==> src/logic/axi_ls_pkg.sv <==
package axi_ls_pkg;

    // RAM depth in 64-bit words, used as the default by top and RAM
    localparam int MEM_WORDS_DEF = 256;

    typedef logic [63:0] xlen_t;   // data word
    typedef logic [63:0] addr_t;   // byte address
    typedef logic [7:0]  strb_t;   // one enable per byte lane
    typedef logic [2:0]  size_t;   // AXI size code
    typedef logic [1:0]  resp_t;   // AXI response

    localparam resp_t RESP_OKAY   = 2'd0;
    localparam resp_t RESP_SLVERR = 2'd2;

    // 8 bytes per beat
    localparam size_t SIZE_DWORD = 3'd3;

    // requester command, data and mask still unshifted
    typedef struct packed {
        logic  wr;
        addr_t addr;
        xlen_t wdata;
        strb_t wmask;
        size_t size;
    } mem_req_t;

    typedef struct packed {
        xlen_t rdata;   // full aligned word
        resp_t resp;
    } mem_rsp_t;

    typedef struct packed {
        addr_t addr;
        size_t size;
    } axi_aw_t;

    typedef struct packed {
        xlen_t data;
        strb_t strb;
        logic  last;
    } axi_w_t;

    typedef struct packed {
        resp_t resp;
    } axi_b_t;

    typedef struct packed {
        addr_t addr;
        size_t size;
    } axi_ar_t;

    typedef struct packed {
        xlen_t data;
        resp_t resp;
        logic  last;
    } axi_r_t;

endpackage

==> src/logic/axi_ls_arbiter.sv <==
`timescale 1ns/1ps

module axi_ls_arbiter (
    input  logic                 clock,
    input  logic                 reset,

    input  logic                 lsu_valid_i,
    input  axi_ls_pkg::mem_req_t lsu_req_i,
    output logic                 lsu_ok_o,
    output axi_ls_pkg::mem_rsp_t lsu_rsp_o,

    input  logic                 ifu_valid_i,
    input  axi_ls_pkg::addr_t    ifu_addr_i,
    output logic                 ifu_ok_o,
    output axi_ls_pkg::mem_rsp_t ifu_rsp_o,

    input  logic                 bridge_idle_i,
    input  logic                 req_ok_i,
    input  axi_ls_pkg::mem_rsp_t rsp_i,
    output logic                 req_valid_o,
    output axi_ls_pkg::mem_req_t req_o
);
    import axi_ls_pkg::*;

    typedef enum logic [1:0] {OWN_NONE, OWN_LSU, OWN_IFU} owner_e;

    owner_e   owner;
    owner_e   owner_next;
    mem_req_t ifu_req;

    // fetch is a plain doubleword read
    always_comb begin
        ifu_req       = '0;
        ifu_req.wr    = 1'b0;
        ifu_req.addr  = ifu_addr_i;
        ifu_req.wmask = '0;
        ifu_req.size  = SIZE_DWORD;
    end

    always_comb begin
        owner_next = owner;
        case (owner)
            OWN_NONE: begin
                if (bridge_idle_i) begin
                    if (lsu_valid_i) begin
                        owner_next = OWN_LSU;     // load/store wins
                    end else if (ifu_valid_i) begin
                        owner_next = OWN_IFU;
                    end
                end
            end
            OWN_LSU:  owner_next = lsu_valid_i ? OWN_LSU : OWN_NONE;
            OWN_IFU:  owner_next = ifu_valid_i ? OWN_IFU : OWN_NONE;
            default:  owner_next = OWN_NONE;
        endcase
    end

    always_ff @(posedge clock or negedge reset) begin
        if (!reset) begin
            owner <= OWN_NONE;
        end else begin
            owner <= owner_next;
        end
    end

    // only the owner sees the bridge; the other port reads zero
    always_comb begin
        req_valid_o = 1'b0;
        req_o       = '0;
        lsu_ok_o    = 1'b0;
        lsu_rsp_o   = '0;
        ifu_ok_o    = 1'b0;
        ifu_rsp_o   = '0;
        case (owner)
            OWN_LSU: begin
                req_valid_o = lsu_valid_i;
                req_o       = lsu_req_i;
                lsu_ok_o    = req_ok_i;
                lsu_rsp_o   = rsp_i;
            end
            OWN_IFU: begin
                req_valid_o = ifu_valid_i;
                req_o       = ifu_req;
                ifu_ok_o    = req_ok_i;
                ifu_rsp_o   = rsp_i;
            end
            default: ;
        endcase
    end

endmodule

==> config.mk <==
export PLATFORM = sky130hd
export DESIGN_NAME = axi_ls_arbiter
export DESIGN_NICKNAME = d
export VERILOG_FILES = /design/src/logic/axi_ls_pkg.sv /design/src/logic/axi_ls_arbiter.sv
export SDC_FILE = /design/constraint.sdc
export NUM_CORES = 1
export LEC_CHECK = 0
export BUFFER_PORTS_ARGS = -buffer_cell sky130_fd_sc_hd__buf_4
export CAP_MARGIN = 30
export CELL_PAD_IN_SITES_DETAIL_PLACEMENT = 0
export CELL_PAD_IN_SITES_GLOBAL_PLACEMENT = 1
export CORE_AREA = 2 2 213 215
export DETAILED_ROUTE_END_ITERATION = 12
export DIE_AREA = 0 0 215 217
export PLACE_DENSITY = 0.46
export REMOVE_ABC_BUFFERS = 1
export SYNTH_ARGS = -nofsm -noshare
export SYNTH_HDL_FRONTEND = slang
export SYNTH_SLANG_ARGS = --single-unit
==> constraint.sdc <==
create_clock -name clock -period 4.9 [get_ports clock]
set_input_delay 0.245 -clock clock [delete_from_list [all_inputs] [get_ports clock]]
set_output_delay 0.245 -clock clock [all_outputs]
set_load 0.01 [all_outputs]
==> impl_metrics.toml, run 1 <==
[synthesis]
synthCells = 340
yosys-top-cells-count = "136 x and2_1, 74 x and3_1, 65 x a22o_1"
synth-simple-area-share = 0.579
synth-seq-cells = 2
synth_compound_area_frac = 0.265
avgSynthCellArea_um2 = 6.75
synth_xor_area_frac = 0
synth_edf_count = 0
muxShareOfSynthArea = 0.00491
synth_area_leader_cell = "and2_1"
synth_top_family_by_area = "simple AND/OR/NAND/NOR gates"
synth_cell_types = 17
synth_adder_area_share = 0.0218
syn_area_um2 = 2290
synth.yosys.warnings = 0
synth-main-ff-cell = "dfrtp_1"
async_flop_share = 1.00
synth_top_cell_area_share = 0.371
yosys-top-cells-area = "and2_1 37%, a22o_1 25%, and3_1 20%, clkbuf_1 4.7%, buf_6 2.9%"
synth.most_common_cell = "and2_1"
ys_seq_area_frac = 0.0218

[finish]
regMostFlops = "owner"
drive_above_1_share = 0.661
antenna_cells = 0
design_area_um2 = 7080
largest_register_ffs = 2
area_delta_synth_final_pct = 209
top_regs = "owner x2"
nets = 1135

[job]
drv_cap = 0

[setup_path]
path_max_fanout = 76
r2r_start = "owner[0]"
worstSetupEndpointType = "output port"
worstSetupPathType = "flip-flop to output port"
required_ps = 4660
reg2regPathDepth = 6
cp-start-kind = "flip-flop"
crit_arrival_ps = 3090
reg2reg_to = "owner[1]"
r2r_slack_ps = 3260

[timing]
rsz0062_at_grt = "no"
period_share = 0.681
maxSlewViolCount = 0
finalWorstPathRequiredPeriod_ps = 3340
tightest_slew_ps = 921
hold_viol = 0
fmax_ghz = 0.300
hold-worst-slack_ps = 309
finalSetupViolCount = 0
slew_headroom = 0.386
fin_skew_ps = 0.498
totalNegativeSetupSlack_ps = 0

[global_routing]
grtUsageTotal = 0.0761
first_global_vias = 4426
grt_remaining_overflow = 0
grt_start_max_net_pins = 102
grt_pass1_wl_um = 27200
antenna_found_initial = 1

[placement]
dp_hpwl_um = 17100
placed_area_um2 = 6990
place.gp.congestion = 0.829
port_buffers = 550

[route]
dr.first_iter.drc_count = 137
vias = 4612
drt-wirelength-per-cell_um = 13.8
ant_nets = 0
drt-vias-per-instance = 3.17
wirelength_um = 20000
drc = 0
first_pass_iters = 4

[die]
die_x_um = 215
initial_core_util = 0.0513
die-area_um2 = 46700
io_pins = 551
fp.coreArea_um2 = 44700
chipHeight_um = 217
core.rowCount = 78

[clock_tree]
cts_tree = "yes"
clk_latency_ps = 220
clkTransAtPathRegs_ps = 30
cts_made_buffers = 3
cts-root-buf = "clkbuf_16"
cts_max_level = 1
cts_buffer_depth = 2
clock_sinks = 2
post_cts_resized = 0

[hold_path]
worstHoldStart = "bridge_idle_i"
whs_path_depth = 3
holdCritPathClass = "input port to flip-flop"
whs_endpoint = "owner[0]"

[power]
p_per_area_nw_per_um2 = 380
p_leak_nw = 4.01
ir_worst_vdd_uv = 267

[outcome]
status = "completed"
## placed cells by master (no fill, tap or decap), drive strengths merged, types with 2 or more instances in the layout
cell	count
a21o	2
a22o	65
and2	136
and3	74
buf	555
clkbuf	3
dfrtp	2
ha	4
inv	3
nand2	2
o21ai	2
## critical path, cell delays in order, from the launching register on
cell,delay (ps)
dfrtp_1,380
inv_1,110
ha_2,330
buf_4,450
and2_2,790
buf_4,430
a22o_1,220
buf_4,130
## routing by layer
layer,global-route usage,part of all wire
met1,0.0826,0.37
met2,0.145,0.53
met3,0.0187,0.079
met4,0.0234,0.021
met5,0,0.00065
## what timing repair did
| item | in CTS | in global routing |
|---|---|---|
| hold buffers | 1 | 0 |
| endpoints found under the hold margin | 2 | 0 |
| setup buffers | 0 | 0 |
| endpoints found under the setup margin | 0 | 0 |
## layout make-up
cell class                 count  area, um^2
clock buffer                   3        75.1
timing repair buffer         556        4180
multi-input combinational    289        2020
sequential                     2        50.0
inverter                       3        11.3
fill                        5167       37600
tap                          600         751
## where the power goes
| group | switching, mW | leakage, nW | internal (mW) |
|---|---|---|---|
| combinational | 1.27 | 3.95 | 1.26 |
| clock | 0.0192 | 0.0370 | 0.104 |
| sequential | 0.00932 | 0.0252 | 0.0242 |
| total | 1.30 | 4.01 | 1.39 |
## cell families after synthesis
family                     after synthesis
and+or+nand+nor                        213
AOI/OAI and AO/OA                       71
buffers and inverters                   49
adders and majority gates                4
DFF                                      2
muxes                                    1
## worst max-delay path by stage
stage	from	end	slack [ps]	depth (start not counted)
after floorplan	owner[1]	req_o[100]	950	4
after global placement	owner[0]	req_o[105]	1770	7
after detailed placement	owner[1]	req_o[105]	1780	7
after CTS	owner[1]	req_o[105]	1520	7
after global routing	owner[0]	req_o[92]	1280	7
final	owner[1]	req_o[120]	1560	7
## through the flow
step	total power, mW	setup slack (ps)	std cells	util
6_report	2.69	1560	1453	0.158
3_3_place_gp	2.66	1770	1449	0.156
5_1_grt	2.90	1280	1453	0.158
2_1_floorplan	1.16	949	294	-
4_1_cts	2.75	1520	1453	0.158
3_5_place_dp	2.61	1780	1449	0.156
(Power assumes the default switching activity.)
==> run 2: changes to the inputs <==
CORE_AREA = 2 2 216 218   (was 2 2 213 215)
DIE_AREA = 0 0 218 220   (was 0 0 215 217)
clock period = 3.4 ns   (was 4.9 ns; I/O delays follow)
==> run 2 against run 1 <==
Net effect: clock power grew 43%; utilization shrank 0.33 points; via count shrank 0.59%; sequential power grew 41%; die area grew 2.8%; largest power group unchanged; register-to-register slack lost 1500 ps; wire length grew 9.6%; non-clock buffer count is the same; clock skew is essentially flat; highest routed layer is now met4; combinational power grew 47%; critical path type unchanged.
==> impl_metrics.toml, run 2 (synthesis gave the netlist of run 1 again) <==
[global_routing]
grt_pass1_wl_um = 28100
antenna_found_initial = 1
grtUsageTotal = 0.0797
first_global_vias = 4509
grt_start_max_net_pins = 109
grt_remaining_overflow = 0

[route]
wirelength_met1_um = 7170
wirelength_um = 22000
drt-vias-per-instance = 3.14
wl_met2_um = 12400
ant_nets = 0
vias = 4585
highest_layer = "met4"
drc = 0
met3_length_um = 1890
dr.first_iter.drc_count = 85
first_pass_iters = 4
drt-wirelength-per-cell_um = 15.0

[finish]
nets = 1135
regMostFlops = "owner"
fillers = 5262
mostFrequentLayoutCell = "buf_4"
fin_util = 0.155
stdcell_count = 1460
drive_above_1_share = 0.661
top_regs = "owner x2"
area_delta_synth_final_pct = 210
largest_register_ffs = 2
antenna_cells = 0
final_cell_mix = "553 x buf_4, 134 x and2_1, 74 x and3_1"

[timing]
slew_headroom = 0.498
fin_skew_ps = 0.249
maxSlewViolCount = 0
hold_viol = 0
rsz0062_at_grt = "no"
finalSetupViolCount = 0
tightest_slew_ps = 753
finalWorstPathRequiredPeriod_ps = 2510
period_share = 0.739
fmax_ghz = 0.398

[die]
fp.coreArea_um2 = 45900
die_x_um = 218
core.rowCount = 79
initial_core_util = 0.0500
io_pins = 551
chipHeight_um = 220
die-area_um2 = 48000

[clock_tree]
cts_made_buffers = 3
cts_tree = "yes"
clk_latency_ps = 220
cts_buffer_depth = 2
postCtsSetupRepairBufs = 0
cts_max_level = 1
post_cts_resized = 0
cts-root-buf = "clkbuf_16"
clock_sinks = 2
ctsHoldBuffers = 1
clkTransAtPathRegs_ps = 30

[setup_path]
crit_path_frequent_cell = "buf_4"
path_cells = "inv_1 -> ha_2 -> and2_2 -> buf_4 -> a22o_1 -> buf_4"
worstSetupPathType = "flip-flop to output port"
critPathMaxStageDelay_ps = 550
reg2regPathDepth = 6
cp-start-kind = "flip-flop"
crit_arrival_ps = 2340
slowest_stage = "buf_4"
worstSetupEndpointType = "output port"
required_ps = 3230
path_max_fanout = 67

[power]
power.total_mw = 3.96
p_leak_nw = 4.02
p_per_area_nw_per_um2 = 557
ir_worst_vdd_uv = 249

[hold_path]
holdCritPathClass = "input port to flip-flop"
whs_path_depth = 3

[job]
drv_cap = 0

[placement]
dp_hpwl_um = 18800
place.gp.congestion = 0.820
dp.cells = 1456
port_buffers = 550

[outcome]
status = "completed"
[run 2: cell counts in the layout (fill, tap and decap cells not counted)]
Identical to the previous run, type by type.
[run 2: worst paths after layout]
check / start / end / slack, ps
setup reg to reg: owner[0] / owner[1] / 1740
max in group asynchronous: reset / owner[0] / 2980
setup / recovery: owner[0] / req_o[132] / 890
hold / removal: bridge_idle_i / owner[0] / 300
hold reg to reg: owner[1] / owner[1] / 570
min in group asynchronous: reset / owner[1] / 330
[run 2: layer usage]
layer	up-vias	track usage
met4	0	0.0245
met2	332	0.171
met3	16	0.0153
li1	2210	-
met5	-	0
met1	2027	0.0736
[run 2: power by group]
| group | internal, mW | switching [mW] | total, mW |
|---|---|---|---|
| logic | 1.85 | 1.88 | 3.74 |
| clock network | 0.150 | 0.0262 | 0.176 |
| registers | 0.0349 | 0.0122 | 0.0471 |
| total | 2.04 | 1.92 | 3.96 |
[run 2: layout make-up]
| class | instances | area [um^2] | share of cell area |
|---|---|---|---|
| repair buffers | 556 | 4200 | 0.591 |
| multi-input cells | 289 | 2020 | 0.283 |
| flip-flops and latches | 2 | 50.0 | 0.00704 |
| inverters | 3 | 11.3 | 0.00158 |
| clock buffers | 3 | 75.1 | 0.0106 |
| well taps | 607 | 759 | 0.107 |
[run 2: stage by stage]
step | worst slack [ps] | TNS (ps) | cell area [um^2] | hold WS (ps)
final | 888 | 0 | 7110 | 295
after CTS | 865 | 0 | 7110 | 324
after global placement | 1060 | 0 | 7030 | -44.1
after global routing | 764 | 0 | 7110 | 339
after floorplan | -476 | -31860 | 2060 | -126
after detailed placement | 1110 | 0 | 7030 | -43.4
[run 2: critical path, delay by kind of cell, from the launching register on]
| kind | cells | cell delay, ps |
|---|---|---|
| adder cells (fa/ha/maj) | 1 | 410 |
| AO/OA/AOI/OAI | 1 | 300 |
| flip-flops | 1 | 400 |
| AND/OR/NAND/NOR | 1 | 160 |
| buffers and inverters | 3 | 790 |
==> run 3: changes to the inputs <==
clock period = 2.55 ns   (was 3.4 ns; I/O delays follow)
==> run 3 against run 2 <==
Net effect: sequential share of layout area about the same; design area increased by 1.6%; utilization rose by 0.25 points; register-to-register slack worse by 860 ps; non-clock buffer count up 12; sequential power rose by 36%; first-iteration DRC count up 38%; highest routed layer unchanged; critical path depth fell by 1; clock skew increased by 1.4 ps; global-route usage increased by 0.15 points; setup slack worse by 650 ps.
==> impl_metrics.toml, run 3 (synthesis gave the netlist of run 1 again) <==
[outcome]
status = "completed"

[setup_path]
path_cells = "inv_1 -> ha_2 -> buf_4 -> and3_1 -> buf_4"
slowest_stage = "buf_4"
reg2reg_to = "owner[1]"
reg2regPathDepth = 6
worstSetupPathType = "flip-flop to output port"
worstSetupEndpointType = "output port"
crit_path_frequent_cell = "buf_4"
crit_cells = 5
path_max_fanout = 70
crit_start = "owner[0]"
cp-endpoint = "req_o[31]"
crit_arrival_ps = 2180
r2r_start = "owner[0]"
cp.buffers_inverters = 3
crit_family = "buffers and inverters"
r2r_slack_ps = 880
cp-start-kind = "flip-flop"
required_ps = 2420
critPathMaxStageDelay_ps = 500

[clock_tree]
cts-root-buf = "clkbuf_16"
cts_made_buffers = 3
postCtsSetupRepairBufs = 0
clk_latency_ps = 220
cts_tree = "yes"
cts_buffer_depth = 2
cts_max_level = 1
clkTransAtPathRegs_ps = 30
clock_sinks = 2

[timing]
totalNegativeSetupSlack_ps = 0
finalSetupViolCount = 0
tightest_slew_ps = 648
fin_skew_ps = 1.62
layout_setup_ws_ps = 241
rsz0062_at_grt = "no"
hold_viol = 0
fmax_ghz = 0.433
slew_headroom = 0.568
finalWorstPathRequiredPeriod_ps = 2310
maxSlewViolCount = 0
period_share = 0.906

[die]
die_x_um = 218
io_pins = 551
initial_core_util = 0.0500
die-area_um2 = 48000
chipHeight_um = 220
fp.coreArea_um2 = 45900
core.rowCount = 79

[route]
ant_nets = 0
met3_length_um = 1950
wirelength_met1_um = 7340
wl_met2_um = 12300
vias = 4710
first_pass_iters = 4
drt-wirelength-per-cell_um = 15.0
dr.first_iter.drc_count = 117
drt-vias-per-instance = 3.20
drc = 0
wirelength_um = 22100
highest_layer = "met4"

[finish]
nets = 1147
seqCellArea_um2 = 50.0
regMostFlops = "owner"
antenna_cells = 0
top_regs = "owner x2"
area_delta_synth_final_pct = 215
fin_util = 0.158
drive_above_1_share = 0.666
mostFrequentLayoutCell = "buf_4"
multiInputGateArea_um2 = 2020
final_cell_mix = "563 x buf_4, 134 x and2_1, 74 x and3_1"
largest_register_ffs = 2
fillers = 5240

[global_routing]
grt_pass1_wl_um = 28900
first_global_vias = 4602
grt_start_max_net_pins = 142
antenna_found_initial = 0
grtUsageTotal = 0.0812
grt_remaining_overflow = 0

[power]
ir_worst_vdd_uv = 427
p_per_area_nw_per_um2 = 754
p_leak_nw = 4.09

[placement]
post-place-ws_ps = 464
dp_hpwl_um = 19000
place.gp.congestion = 0.787
port_buffers = 550

[job]
drv_cap = 0

[hold_path]
holdCritPathClass = "input port to flip-flop"
[run 3: power by group]
part	switching, mW	total (mW)	internal, mW
Clock	0.0376	0.237	0.200
Sequential	0.0177	0.0642	0.0465
Combinational	2.56	5.15	2.58
Total	2.62	5.45	2.83
[run 3: per-stage QoR]
step	instances	hold slack [ps]	area, um^2	power [mW]
2_1_floorplan	294	-168	2060	2.23
3_3_place_gp	1468	-86.5	7140	5.35
3_5_place_dp	1468	-83.0	7140	5.28
4_1_cts	1472	244	7230	5.54
5_1_grt	1472	270	7230	5.85
6_report	1472	225	7230	5.45
[run 3: how the worst min path moves through the flow]
stage | startpoint | to | slack [ps] | cells past startpoint
after detailed placement | reset | owner[0] | -80 | 1
after global routing | reset | owner[1] | 270 | 2
after global placement | reset | owner[1] | -90 | 1
final | bridge_idle_i | owner[0] | 230 | 3
after CTS | bridge_idle_i | owner[0] | 240 | 3
after floorplan | reset | owner[0] | -170 | 0
[run 3: area by class of cell]
type | instances | share of cell area
repair buffers | 568 | 0.597
multi-input cells | 289 | 0.279
well taps | 607 | 0.105
clock buffers | 3 | 0.0104
flip-flops and latches | 2 | 0.00692
inverters | 3 | 0.00156
[run 3: tightest hold or removal path: stages]
cell and delay (ps):
buf_4 110, o211ai_1 80, o21ai_0 80
[run 3: what timing repair did]
action / in CTS / in global routing
hold endpoints to repair: 2 / 0
hold buffers: 1 / 0
resized for setup: 0 / 0
[run 3: layer usage]
metal	global-route usage	vias to the layer above
met5	0	-
met4	0.0243	0
met3	0.0141	18
met2	0.168	340
met1	0.0807	2115
li1	-	2237
