--- src/logic/axi_ls_pkg.sv ---
package axi_ls_pkg;

    // RAM depth in 64-bit words, used as the default by top and RAM
    localparam int MEM_WORDS_DEF = 256;

    typedef logic [63:0] xlen_t;   // data word
    typedef logic [63:0] addr_t;   // byte address
    typedef logic [7:0]  strb_t;   // one enable per byte lane
    typedef logic [2:0]  size_t;   // AXI size code
    typedef logic [1:0]  resp_t;   // AXI response

    localparam resp_t RESP_OKAY   = 2'd0;
    localparam resp_t RESP_SLVERR = 2'd2;

    // 8 bytes per beat
    localparam size_t SIZE_DWORD = 3'd3;

    // requester command, data and mask still unshifted
    typedef struct packed {
        logic  wr;
        addr_t addr;
        xlen_t wdata;
        strb_t wmask;
        size_t size;
    } mem_req_t;

    typedef struct packed {
        xlen_t rdata;   // full aligned word
        resp_t resp;
    } mem_rsp_t;

    typedef struct packed {
        addr_t addr;
        size_t size;
    } axi_aw_t;

    typedef struct packed {
        xlen_t data;
        strb_t strb;
        logic  last;
    } axi_w_t;

    typedef struct packed {
        resp_t resp;
    } axi_b_t;

    typedef struct packed {
        addr_t addr;
        size_t size;
    } axi_ar_t;

    typedef struct packed {
        xlen_t data;
        resp_t resp;
        logic  last;
    } axi_r_t;

endpackage

--- src/logic/axi_ls_master.sv ---
`timescale 1ns/1ps

module axi_ls_master (
    input  logic                 clock,
    input  logic                 reset,

    input  logic                 req_valid_i,
    input  axi_ls_pkg::mem_req_t req_i,
    output logic                 req_ok_o,
    output axi_ls_pkg::mem_rsp_t rsp_o,
    output logic                 idle_o,

    output logic                 aw_valid_o,
    output axi_ls_pkg::axi_aw_t  aw_o,
    input  logic                 aw_ready_i,

    output logic                 w_valid_o,
    output axi_ls_pkg::axi_w_t   w_o,
    input  logic                 w_ready_i,

    output logic                 b_ready_o,
    input  logic                 b_valid_i,
    input  axi_ls_pkg::axi_b_t   b_i,

    output logic                 ar_valid_o,
    output axi_ls_pkg::axi_ar_t  ar_o,
    input  logic                 ar_ready_i,

    output logic                 r_ready_o,
    input  logic                 r_valid_i,
    input  axi_ls_pkg::axi_r_t   r_i
);
    import axi_ls_pkg::*;

    typedef enum logic [1:0] {W_IDLE, W_AW, W_DATA, W_RESP} w_state_e;
    typedef enum logic [1:0] {R_IDLE, R_AR, R_DATA, R_DONE} r_state_e;

    w_state_e w_state;
    w_state_e w_state_next;
    r_state_e r_state;
    r_state_e r_state_next;

    logic     done_q;     // response received, ok may be shown
    addr_t    addr_q;     // address of the running transaction
    mem_rsp_t rsp_q;
    logic     b_hs;
    logic     r_hs;
    logic     addr_hit;

    assign b_hs     = b_valid_i && b_ready_o;
    assign r_hs     = r_valid_i && r_ready_o;
    assign addr_hit = (req_i.addr == addr_q);

    // write sequence: AW, then W, then wait for B
    always_comb begin
        w_state_next = w_state;
        case (w_state)
            W_IDLE: begin
                if (req_valid_i && req_i.wr && r_state == R_IDLE) begin
                    w_state_next = W_AW;
                end
            end
            W_AW: begin
                if (aw_ready_i) begin
                    w_state_next = W_DATA;
                end
            end
            W_DATA: begin
                if (w_ready_i) begin
                    w_state_next = W_RESP;
                end
            end
            W_RESP: begin
                // stays here holding ok until valid drops or the address moves
                if (done_q) begin
                    if (!req_valid_i) begin
                        w_state_next = W_IDLE;
                    end else if (!addr_hit) begin
                        w_state_next = req_i.wr ? W_AW : W_IDLE;
                    end
                end
            end
            default: w_state_next = W_IDLE;
        endcase
    end

    // read sequence: AR, then R
    always_comb begin
        r_state_next = r_state;
        case (r_state)
            R_IDLE: begin
                if (req_valid_i && !req_i.wr && w_state == W_IDLE) begin
                    r_state_next = R_AR;
                end
            end
            R_AR: begin
                if (ar_ready_i) begin
                    r_state_next = R_DATA;
                end
            end
            R_DATA: begin
                if (r_valid_i) begin
                    r_state_next = R_DONE;
                end
            end
            R_DONE: begin
                if (!req_valid_i) begin
                    r_state_next = R_IDLE;
                end else if (!addr_hit) begin
                    r_state_next = req_i.wr ? R_IDLE : R_AR;   // write restarts from idle
                end
            end
            default: r_state_next = R_IDLE;
        endcase
    end

    always_ff @(posedge clock or negedge reset) begin
        if (!reset) begin
            w_state <= W_IDLE;
            r_state <= R_IDLE;
            done_q  <= 1'b0;
        end else begin
            w_state <= w_state_next;
            r_state <= r_state_next;
            if (b_hs || r_hs) begin
                done_q <= 1'b1;
            end else if (w_state_next != W_RESP && r_state_next != R_DONE) begin
                done_q <= 1'b0;
            end
        end
    end

    // address taken while the address phase is presented
    always_ff @(posedge clock) begin
        if (aw_valid_o || ar_valid_o) begin
            addr_q <= req_i.addr;
        end
        if (b_hs) begin
            rsp_q.rdata <= '0;            // writes carry no data back
            rsp_q.resp  <= b_i.resp;
        end else if (r_hs) begin
            rsp_q.rdata <= r_i.data;
            rsp_q.resp  <= r_i.resp;
        end
    end

    assign aw_valid_o = (w_state == W_AW);
    assign w_valid_o  = (w_state == W_DATA);
    assign b_ready_o  = (w_state == W_RESP) && !done_q;
    assign ar_valid_o = (r_state == R_AR);
    assign r_ready_o  = (r_state == R_DATA);

    assign aw_o.addr = {req_i.addr[63:3], 3'b000};    // word aligned
    assign aw_o.size = req_i.size;

    // move data and strobe into the lane of the addressed byte
    assign w_o.data = req_i.wdata << {req_i.addr[2:0], 3'b000};
    assign w_o.strb = req_i.wmask << req_i.addr[2:0];
    assign w_o.last = 1'b1;                           // single beat

    assign ar_o.addr = req_i.addr;
    assign ar_o.size = req_i.size;

    // ok only for the address that was actually served
    assign req_ok_o = done_q && addr_hit;
    assign rsp_o    = req_ok_o ? rsp_q : mem_rsp_t'('0);
    assign idle_o   = (w_state == W_IDLE) && (r_state == R_IDLE);

endmodule

--- config.mk ---
export PLATFORM = sky130hd
export DESIGN_NAME = axi_ls_master
export DESIGN_NICKNAME = d
export VERILOG_FILES = /design/src/logic/axi_ls_pkg.sv /design/src/logic/axi_ls_master.sv
export SDC_FILE = /design/constraint.sdc
export NUM_CORES = 1
export LEC_CHECK = 0
export BUFFER_PORTS_ARGS = -buffer_cell sky130_fd_sc_hd__buf_4
export CAP_MARGIN = 10
export CORE_AREA = 3 3 192 194
export CTS_CLUSTER_SIZE = 30
export DETAILED_ROUTE_END_ITERATION = 16
export DIE_AREA = 0 0 195 197
export PLACE_DENSITY = 0.58
export SYNTH_ARGS = -nofsm -noshare
export SYNTH_HDL_FRONTEND = slang
export SYNTH_SLANG_ARGS = --single-unit
--- constraint.sdc ---
create_clock -name clock -period 5.2 [get_ports clock]
set_clock_uncertainty 0.05 [all_clocks]
set_input_delay 0.78 -clock clock [delete_from_list [all_inputs] [get_ports clock]]
set_output_delay 0.78 -clock clock [all_outputs]
set_load 0.03 [all_outputs]
==> summary.txt, run 1 <==
Setup path
  – R2R Path Start: addr_q[58]
  – Worst path most repeated cell: buf_4
  – Reg2reg end: done_q
  – Cell breakdown of the critical path: buf_4 -> xnor2_2 -> nand4_1 -> nor4_1 -> and4_4 -> and3_1 -> buf_4
  – Crit. End Element: primary output
  – CP Max Fanout: 68
  – Worst setup SP type: input pin
  – Worst R2R Path Depth: 6
  – Flop2flop setup slack: 2330 ps
  – WP data arrival: 3320 ps
  – Setup CP Type: in2out
  – Required @ worst endpoint: 4370 ps
  – Max stage delay on crit path: 780 ps
  – Slowest CP cell: and4_4

GRT
  – First-pass GRT wire length: 45.1 mm
  – Met3 GRT Util: 0.0388
  – Gr ovfl total: 0
  – Vias in the first global route: 7864
  – Largest net degree at the start of global routing: 75
  – Met2 Track Usage GR: 0.269
  – Most Crowded Layer GR: met2
  – Initial antenna violation count: 1
  – Grt met1 use: 0.164
  – GR Util All Layers: 0.149

Floorplanning
  – IO Count: 497
  – DIE HEIGHT: 197 um
  – Initial core utilization: 0.247
  – Core ar.: 35400 sq um
  – Die area: 38400 sq um
  – Standard-cell rows: 69
  – Die X: 195 um

Clock network
  – Hold_buf cts: 0
  – Clock root buffer: clkbuf_16
  – Worst-skew pair later-pin latency: 430 ps
  – CTS H-Tree Depth: 4
  – Clk sink count: 135
  – CTS tree: yes
  – Post-CTS sizing: 0
  – CTS Buf Count: 17
  – CTS clk-pin slew, worst paths: 60 ps
  – Post-CTS Setup Inserts: 0
  – Maximum clock insertion buffer count: 2

Timing
  – Final setup TNS: 0 ps
  – Worst Max-Slew Pin Slew: 967 ps
  – Final Hold Viols: 0
  – Final setup viols: 0
  – Post-route setup slack: 1050 ps
  – RSZ-0062 raised after global routing: no
  – Min Tclk post-route: 4150 ps
  – Fin crit share: 0.798
  – Relative slew slack: 0.353
  – Peak Freq: 241 MHz
  – Final slew viol count: 0

Route
  – Final ANT Viol Nets: 0
  – DRC violations left: 0
  – DR iter-0 viols: 296
  – Vias/cell: 4.53
  – Drt total wl: 30.8 mm
  – Pre-antenna DRT Iters: 5
  – Via count: 8102
  – Routed len/inst: 17.2 um

Synthesis
  – Synth warn: 0
  – Synth top area cells: edfxtp_1, dfxtp_1, buf_4, mux2i_1, nand2_1
  – Yosys cell types: 36
  – Most common cell in the netlist: nand2_1
  – Yosys reg bits: 135
  – Synth cell count leaders: nand2_1, buf_4, a21oi_1, mux2i_1
  – Post-Syn Area: 8760 sq um
  – Seq/Total Area, Yosys: 0.387
  – Share of the synthesized area in the top cell type: 0.226
  – Ys async rst share: 0.0370
  – Synth Instances: 1003
  – Syn Area/Cell: 8.73 sq um
  – Yosys top cell by area: edfxtp_1
  – Post-synth EDFFs: 66
  – Ys flop type: edfxtp_1

Place
  – DP HPWL: 23.4 mm
  – GPL Wtd Cong: 0.870
  – Dpl cells: 1756
  – IO buf count: 482
  – Setup WS pre-CTS: 999 ps

Outcome
  – Status: complete, no violations

Cells and area
  – Nets: 1531
  – Area Growth Syn to Fin: 40.8%
  – Fillers: 3678
  – Fraction of layout cells with a size suffix above 1: 0.418
  – Post-layout util: 0.348
  – Non-Filler Instances: 1789

Power
  – Max VDD drop: 0.452 mV
  – Leakage: 5.79 nW
  – Pwr Total: 4.70 mW
  – Power per cell area: 381 nW/um^2

Min path
  – Min-Delay Path Class: in2async

Flow run
  – Max cap viols: 0
[power by group]
group	total [mW]	switching, mW	internal, mW
Clock	1.21	0.472	0.735
Combinational	1.66	1.01	0.649
Sequential	1.83	0.205	1.62
[registers in the layout, summed over array words and instances, names as in the netlist]
register and cells:
r_state 2, rsp_q 66, addr_q 64, done_q 1, w_state 2
[worst max-delay path: cells and delay by family]
family	cells	cell delay (ps)
xor+xnor	1	150
simple gates	4	1910
buf+inv	2	450
[kinds of logic after synthesis]
kind of cell / Yosys count / share of synthesized area
muxes: 104 / 0.123
DFF: 135 / 0.387
and+or+nand+nor: 343 / 0.181
AOI/OAI and AO/OA: 151 / 0.0940
buffers and inverters: 204 / 0.149
other: 2 / 0.000857
xor gates and xnor gates: 64 / 0.0657
[cell type report]
class / instances / area (sq um) / area share
Tap cell: 461 / 577 / 0.0468
Clock buffer: 21 / 462 / 0.0374
Clock inverter: 11 / 121 / 0.00984
Sequential cell: 135 / 3390 / 0.275
Antenna cell: 1 / 2.50 / 0.000203
Timing Repair Buffer: 490 / 3680 / 0.298
Inverter: 4 / 15.0 / 0.00122
Multi-Input combinational cell: 666 / 4090 / 0.331
[metal layers]
metal,routed length [um],vias to the layer above,share of wire
li1,-,3930,-
met1,11800,3778,0.38
met2,15700,344,0.51
met3,2150,50,0.070
met4,1120,0,0.036
met5,0,-,0
[worst max-delay path by stage]
stage / slack [ps] / end / from
finish: 1050 / rsp_o[31] / req_i[75]
floorplan: 2000 / w_o[70] / req_i[75]
CTS: 1000 / rsp_o[61] / req_i[75]
global placement: 1000 / rsp_o[31] / req_i[75]
global route: 880 / rsp_o[61] / req_i[75]
detailed placement: 1000 / rsp_o[61] / req_i[75]
[layout by cell type (no fill, tap or decap), drive strengths merged, types with 17 or more instances in the layout]
master	Yosys	final
mux2	26	26
a21oi	100	100
nand2	168	168
xnor2	64	64
nor2	59	59
and3	66	66
buf	158	490
edfxtp	66	66
o22ai	18	18
mux2i	78	78
dfxtp	64	64
o21ai	26	26
nand4	17	17
clkbuf	42	21
[metrics by stage]
step	instance area [sq um]	hold WS, ps
2_1_floorplan	8770	382
3_3_place_gp	11700	387
3_5_place_dp	11700	392
4_1_cts	12300	59.8
5_1_grt	12300	71.2
6_report	12300	97.1
Note: power is estimated with default switching activity, not from simulation.
==> run 2, diff against run 1 <==
- clock period: 5.2 -> 4 ns (I/O delays scaled with it)
==> run 2 against run 1 <==
  * Critical path depth unchanged
  * Routed wire length decreased by 0.55%
  * Sequential power rose by 30%
  * Hold slack gained 240 ps
  * Die area unchanged
  * Sequential cell count stayed put
  * Clock power rose by 30%
  * Global-route usage is 0.065 points lower
  * Setup slack got worse by 480 ps
  * First-iteration DRC count increased by 23%
==> summary.txt, run 2 (synthesis results as in run 1) <==
GRT
  – Gr ovfl total: 0
  – Largest net degree at the start of global routing: 99
  – GR Util All Layers: 0.149
  – Vias in the first global route: 7874
  – Initial antenna violation count: 1
  – First-pass GRT wire length: 45.0 mm

Floorplanning
  – Die area: 38400 sq um
  – Die X: 195 um
  – Initial core utilization: 0.247
  – IO Count: 497
  – DIE HEIGHT: 197 um
  – Standard-cell rows: 69
  – Core ar.: 35400 sq um

Setup path
  – WP data arrival: 2780 ps
  – CP Max Fanout: 43
  – Required @ worst endpoint: 3350 ps
  – Setup CP Type: reg2out
  – Crit. End Element: primary output
  – Worst setup SP type: flip-flop

Route
  – Pre-antenna DRT Iters: 5
  – DRC violations left: 0
  – Routed len/inst: 17.0 um
  – Final ANT Viol Nets: 0
  – Via count: 8065
  – Drt total wl: 30.6 mm
  – Vias/cell: 4.48
  – DR iter-0 viols: 364

Timing
  – Final slew viol count: 0
  – Worst Hold Margin: 336 ps
  – Peak Freq: 292 MHz
  – Min Tclk post-route: 3430 ps
  – Final setup TNS: 0 ps
  – Fin crit share: 0.857
  – Final Hold Viols: 0
  – Worst Max-Slew Pin Slew: 1040 ps
  – Final setup viols: 0
  – Relative slew slack: 0.305
  – RSZ-0062 raised after global routing: no

Clock network
  – CTS clk-pin slew, worst paths: 70 ps
  – CTS H-Tree Depth: 4
  – Clock root buffer: clkbuf_16
  – CTS tree: yes
  – Maximum clock insertion buffer count: 2
  – CTS Buf Count: 17
  – Clk sink count: 135
  – Worst-skew pair later-pin latency: 420 ps

Cells and area
  – Fraction of layout cells with a size suffix above 1: 0.425
  – Most frequent cells in the layout: buf_4, nand2_1, a21oi_1, mux2i_1
  – Antenna Cells: 0
  – Most common cell after layout, fill and taps aside: buf_4
  – Largest reg by FF count: rsp_q
  – Nets: 1542
  – Largest registers: rsp_q: 66 flops, addr_q: 64 flops
  – Max FFs per register: 66
  – Non-Filler Instances: 1799
  – Area Growth Syn to Fin: 42.0%

Power
  – Leakage: 5.85 nW
  – Max VDD drop: 0.322 mV
  – Power per cell area: 491 nW/um^2

Outcome
  – Status: complete, no violations

Place
  – IO buf count: 482
  – Dpl cells: 1766
  – DP HPWL: 23.5 mm
  – GPL Wtd Cong: 0.886

Min path
  – Min-Delay Path Class: in2reg

Flow run
  – Max cap viols: 0
[run 2: power by group]
| group | leakage, nW | internal, mW | switching (mW) |
|---|---|---|---|
| clock network | 0.289 | 0.878 | 0.691 |
| registers | 1.22 | 2.11 | 0.264 |
| logic | 4.35 | 0.851 | 1.32 |
| total | 5.85 | 3.84 | 2.27 |
[run 2: layout make-up]
| class | instances | area (sq um) |
|---|---|---|
| clock buffers | 19 | 464 |
| clock inverters | 13 | 123 |
| fillers | 3706 | 23000 |
| inverters | 4 | 15.0 |
| multi-input cells | 666 | 4090 |
| flip-flops and latches | 135 | 3390 |
| well taps | 461 | 577 |
| repair buffers | 501 | 3790 |
[run 2: per-stage QoR]
| stage | utilization | cell area [sq um] | total power [mW] | worst slack (ps) |
|---|---|---|---|---|
| after floorplan | - | 8770 | 3.88 | 1160 |
| after global placement | 0.335 | 11800 | 4.55 | 588 |
| after detailed placement | 0.335 | 11800 | 4.60 | 627 |
| after CTS | 0.351 | 12400 | 6.20 | 471 |
| after global routing | 0.351 | 12400 | 6.52 | 266 |
| final | 0.351 | 12400 | 6.11 | 574 |
[run 2: worst max-delay path, cell delays in order (launching register included)]
cell,delay (ps)
edfxtp_1,380
xnor2_1,290
nand4_1,140
nor4_1,450
and4_4,480
buf_12,230
and3_1,200
buf_4,170
[run 2: path summary, 6_finish.rpt]
kind | start | to | slack, ps | cells after the start
max | addr_q[53] | rsp_o[40] | 570 | 7
min | req_i[105] | addr_q[30] | 340 | 1
max reg2reg | addr_q[53] | done_q | 1560 | 7
min reg2reg | rsp_q[43] | rsp_q[43] | 400 | 2
max in group asynchronous | reset | done_q | 3300 | 2
min in group asynchronous | reset | w_state[1] | 490 | 2
[run 2: what timing repair did]
item	4_1_cts	5_1_grt
hold buffers	1	0
endpoints found under the hold margin	5	0
resized for setup	0	0
setup endpoints to repair	0	0
buffers inserted	0	0
[run 2: metal layers]
layer / vias to the layer above / global-route usage / share of wire
met2: 330 / 0.273 / 0.51
met1: 3751 / 0.163 / 0.38
met3: 39 / 0.0398 / 0.074
met5: - / 0 / 0.00052
met4: 2 / 0.0562 / 0.028
li1: 3943 / - / -
==> run 3, diff against run 2 <==
- RECOVER_POWER: unset -> 100
- SETUP_SLACK_MARGIN: unset -> 0.5
==> run 3 against run 2 <==
  * The flow now finishes with violations (max-capacitance violations, max-slew violations)
  * Cell count up 0.56%
  * First-iteration DRC count is 15% lower
  * Sequential power hardly changed
  * Largest power group unchanged
==> summary.txt, run 3 (synthesis results as in run 1) <==
Min path
  – Min-Delay Path Class: in2reg
  – Hold path startpoint: r_i[61]

Floorplanning
  – Initial core utilization: 0.247
  – IO Count: 497
  – Die area: 38400 sq um
  – Standard-cell rows: 69
  – DIE HEIGHT: 197 um
  – Die X: 195 um
  – Core ar.: 35400 sq um

Route
  – DRC violations left: 0
  – Pre-antenna DRT Iters: 5
  – Via count: 8155
  – DR iter-0 viols: 311
  – Final ANT Viol Nets: 0
  – Routed len/inst: 17.5 um
  – Vias/cell: 4.51
  – Drt total wl: 31.7 mm

Place
  – IO buf count: 482
  – Placed cell area: 11800 sq um
  – Dpl cells: 1766
  – DP HPWL: 23.5 mm
  – GPL Wtd Cong: 0.886

Clock network
  – CTS tree: yes
  – CTS clk-pin slew, worst paths: 70 ps
  – Clk sink count: 135
  – CTS Buf Count: 17
  – Clock root buffer: clkbuf_16
  – Maximum clock insertion buffer count: 2
  – CTS H-Tree Depth: 4
  – Worst-skew pair later-pin latency: 420 ps

Cells and area
  – Design area: 11600 sq um
  – Largest registers: rsp_q: 66 flops, addr_q: 64 flops
  – Largest reg by FF count: rsp_q
  – Antenna Cells: 0
  – Most common cell after layout, fill and taps aside: clkbuf_1
  – Max FFs per register: 66
  – Fillers: 3965
  – Non-Filler Instances: 1809
  – Nets: 1552
  – Fraction of layout cells with a size suffix above 1: 0.229
  – Area Growth Syn to Fin: 32.9%
  – Most frequent cells in the layout: clkbuf_1, buf_4, nand2_1, a21oi_1, mux2i_1

Setup path
  – Required @ worst endpoint: 3350 ps
  – Setup CP Type: in2out
  – Critical path origin: req_i[133]
  – WP data arrival: 2900 ps
  – CP Max Fanout: 10
  – Worst setup SP type: input pin
  – R2R Path Start: done_q
  – Crit. End Element: primary output

Power
  – Leakage: 4.96 nW
  – Max VDD drop: 0.306 mV
  – Power per cell area: 514 nW/um^2

Outcome
  – Status: finished with violations
  – Failing checks: max-capacitance violations, max-slew violations

GRT
  – Largest net degree at the start of global routing: 99
  – GR Util All Layers: 0.149
  – First-pass GRT wire length: 45.0 mm
  – Vias in the first global route: 7883
  – Initial antenna violation count: 1
  – Gr ovfl total: 0

Timing
  – Min Tclk post-route: 3550 ps
  – Final slew viol count: 158
  – RSZ-0062 raised after global routing: yes
  – Final setup TNS: 0 ps
  – Fin crit share: 0.888
  – Final Hold Viols: 0
  – Worst Hold Margin: 371 ps
  – Final setup viols: 0
  – Peak Freq: 281 MHz
  – Relative slew slack: -0.544
  – Worst Max-Slew Pin Slew: 2310 ps

Flow run
  – Max cap viols: 3
run 3: metrics by stage:
stage                     utilization  power (mW)  setup WS [ps]
after global placement          0.335        4.55            588
final                           0.329        5.98            447
after global routing            0.329        6.38            243
after floorplan                     -        3.88           1160
after CTS                       0.352        6.20            561
after detailed placement        0.335        4.60            627
run 3: layout make-up:
class	count	area [sq um]	share of cell area
inverters	4	15.0	0.00129
repair buffers	510	2940	0.253
flip-flops and latches	135	3390	0.291
multi-input cells	667	4130	0.355
clock buffers	19	464	0.0399
clock inverters	13	123	0.0105
well taps	461	577	0.0496
run 3: final timing paths:
check | slack [ps] | depth (start not counted) | endpoint
worst max-delay path | 450 | 9 | rsp_o[24]
worst min-delay path | 370 | 3 | rsp_q[60]
worst max register to register | 540 | 4 | rsp_q[17]
worst min register to register | 400 | 2 | rsp_q[32]
max in group asynchronous | 3110 | 2 | r_state[0]
min in group asynchronous | 550 | 2 | w_state[0]
run 3: what timing repair did:
action / in CTS / in global routing
setup buffers: 2 / 2
gates cloned: 0 / 6
endpoints found under the setup margin: 5 / 64
pin swaps: 1 / 4
hold endpoints to repair: 5 / 0
hold buffers: 1 / 0
gates resized for setup: 0 / 22
run 3: metal layers:
layer / vias to the layer above / global-route usage / wire length [um]
met5: - / 0 / 13
met4: 2 / 0.0562 / 844
met3: 36 / 0.0398 / 2380
met2: 339 / 0.274 / 16300
met1: 3808 / 0.163 / 12200
li1: 3970 / - / -
run 3: where the power goes:
| part | leakage (nW) | switching, mW | internal [mW] |
|---|---|---|---|
| sequential | 1.22 | 0.265 | 2.12 |
| clock | 0.289 | 0.689 | 0.878 |
| combinational | 3.45 | 1.32 | 0.700 |
| total | 4.96 | 2.28 | 3.70 |
run 3: critical path, cell delays in order:
cell and delay [ps]:
clkbuf_1 260, xnor2_1 220, nand4_1 180, nor4_1 300
clkbuf_1 320, and4_4 370, buf_6 150, and3_1 170
clkbuf_1 310
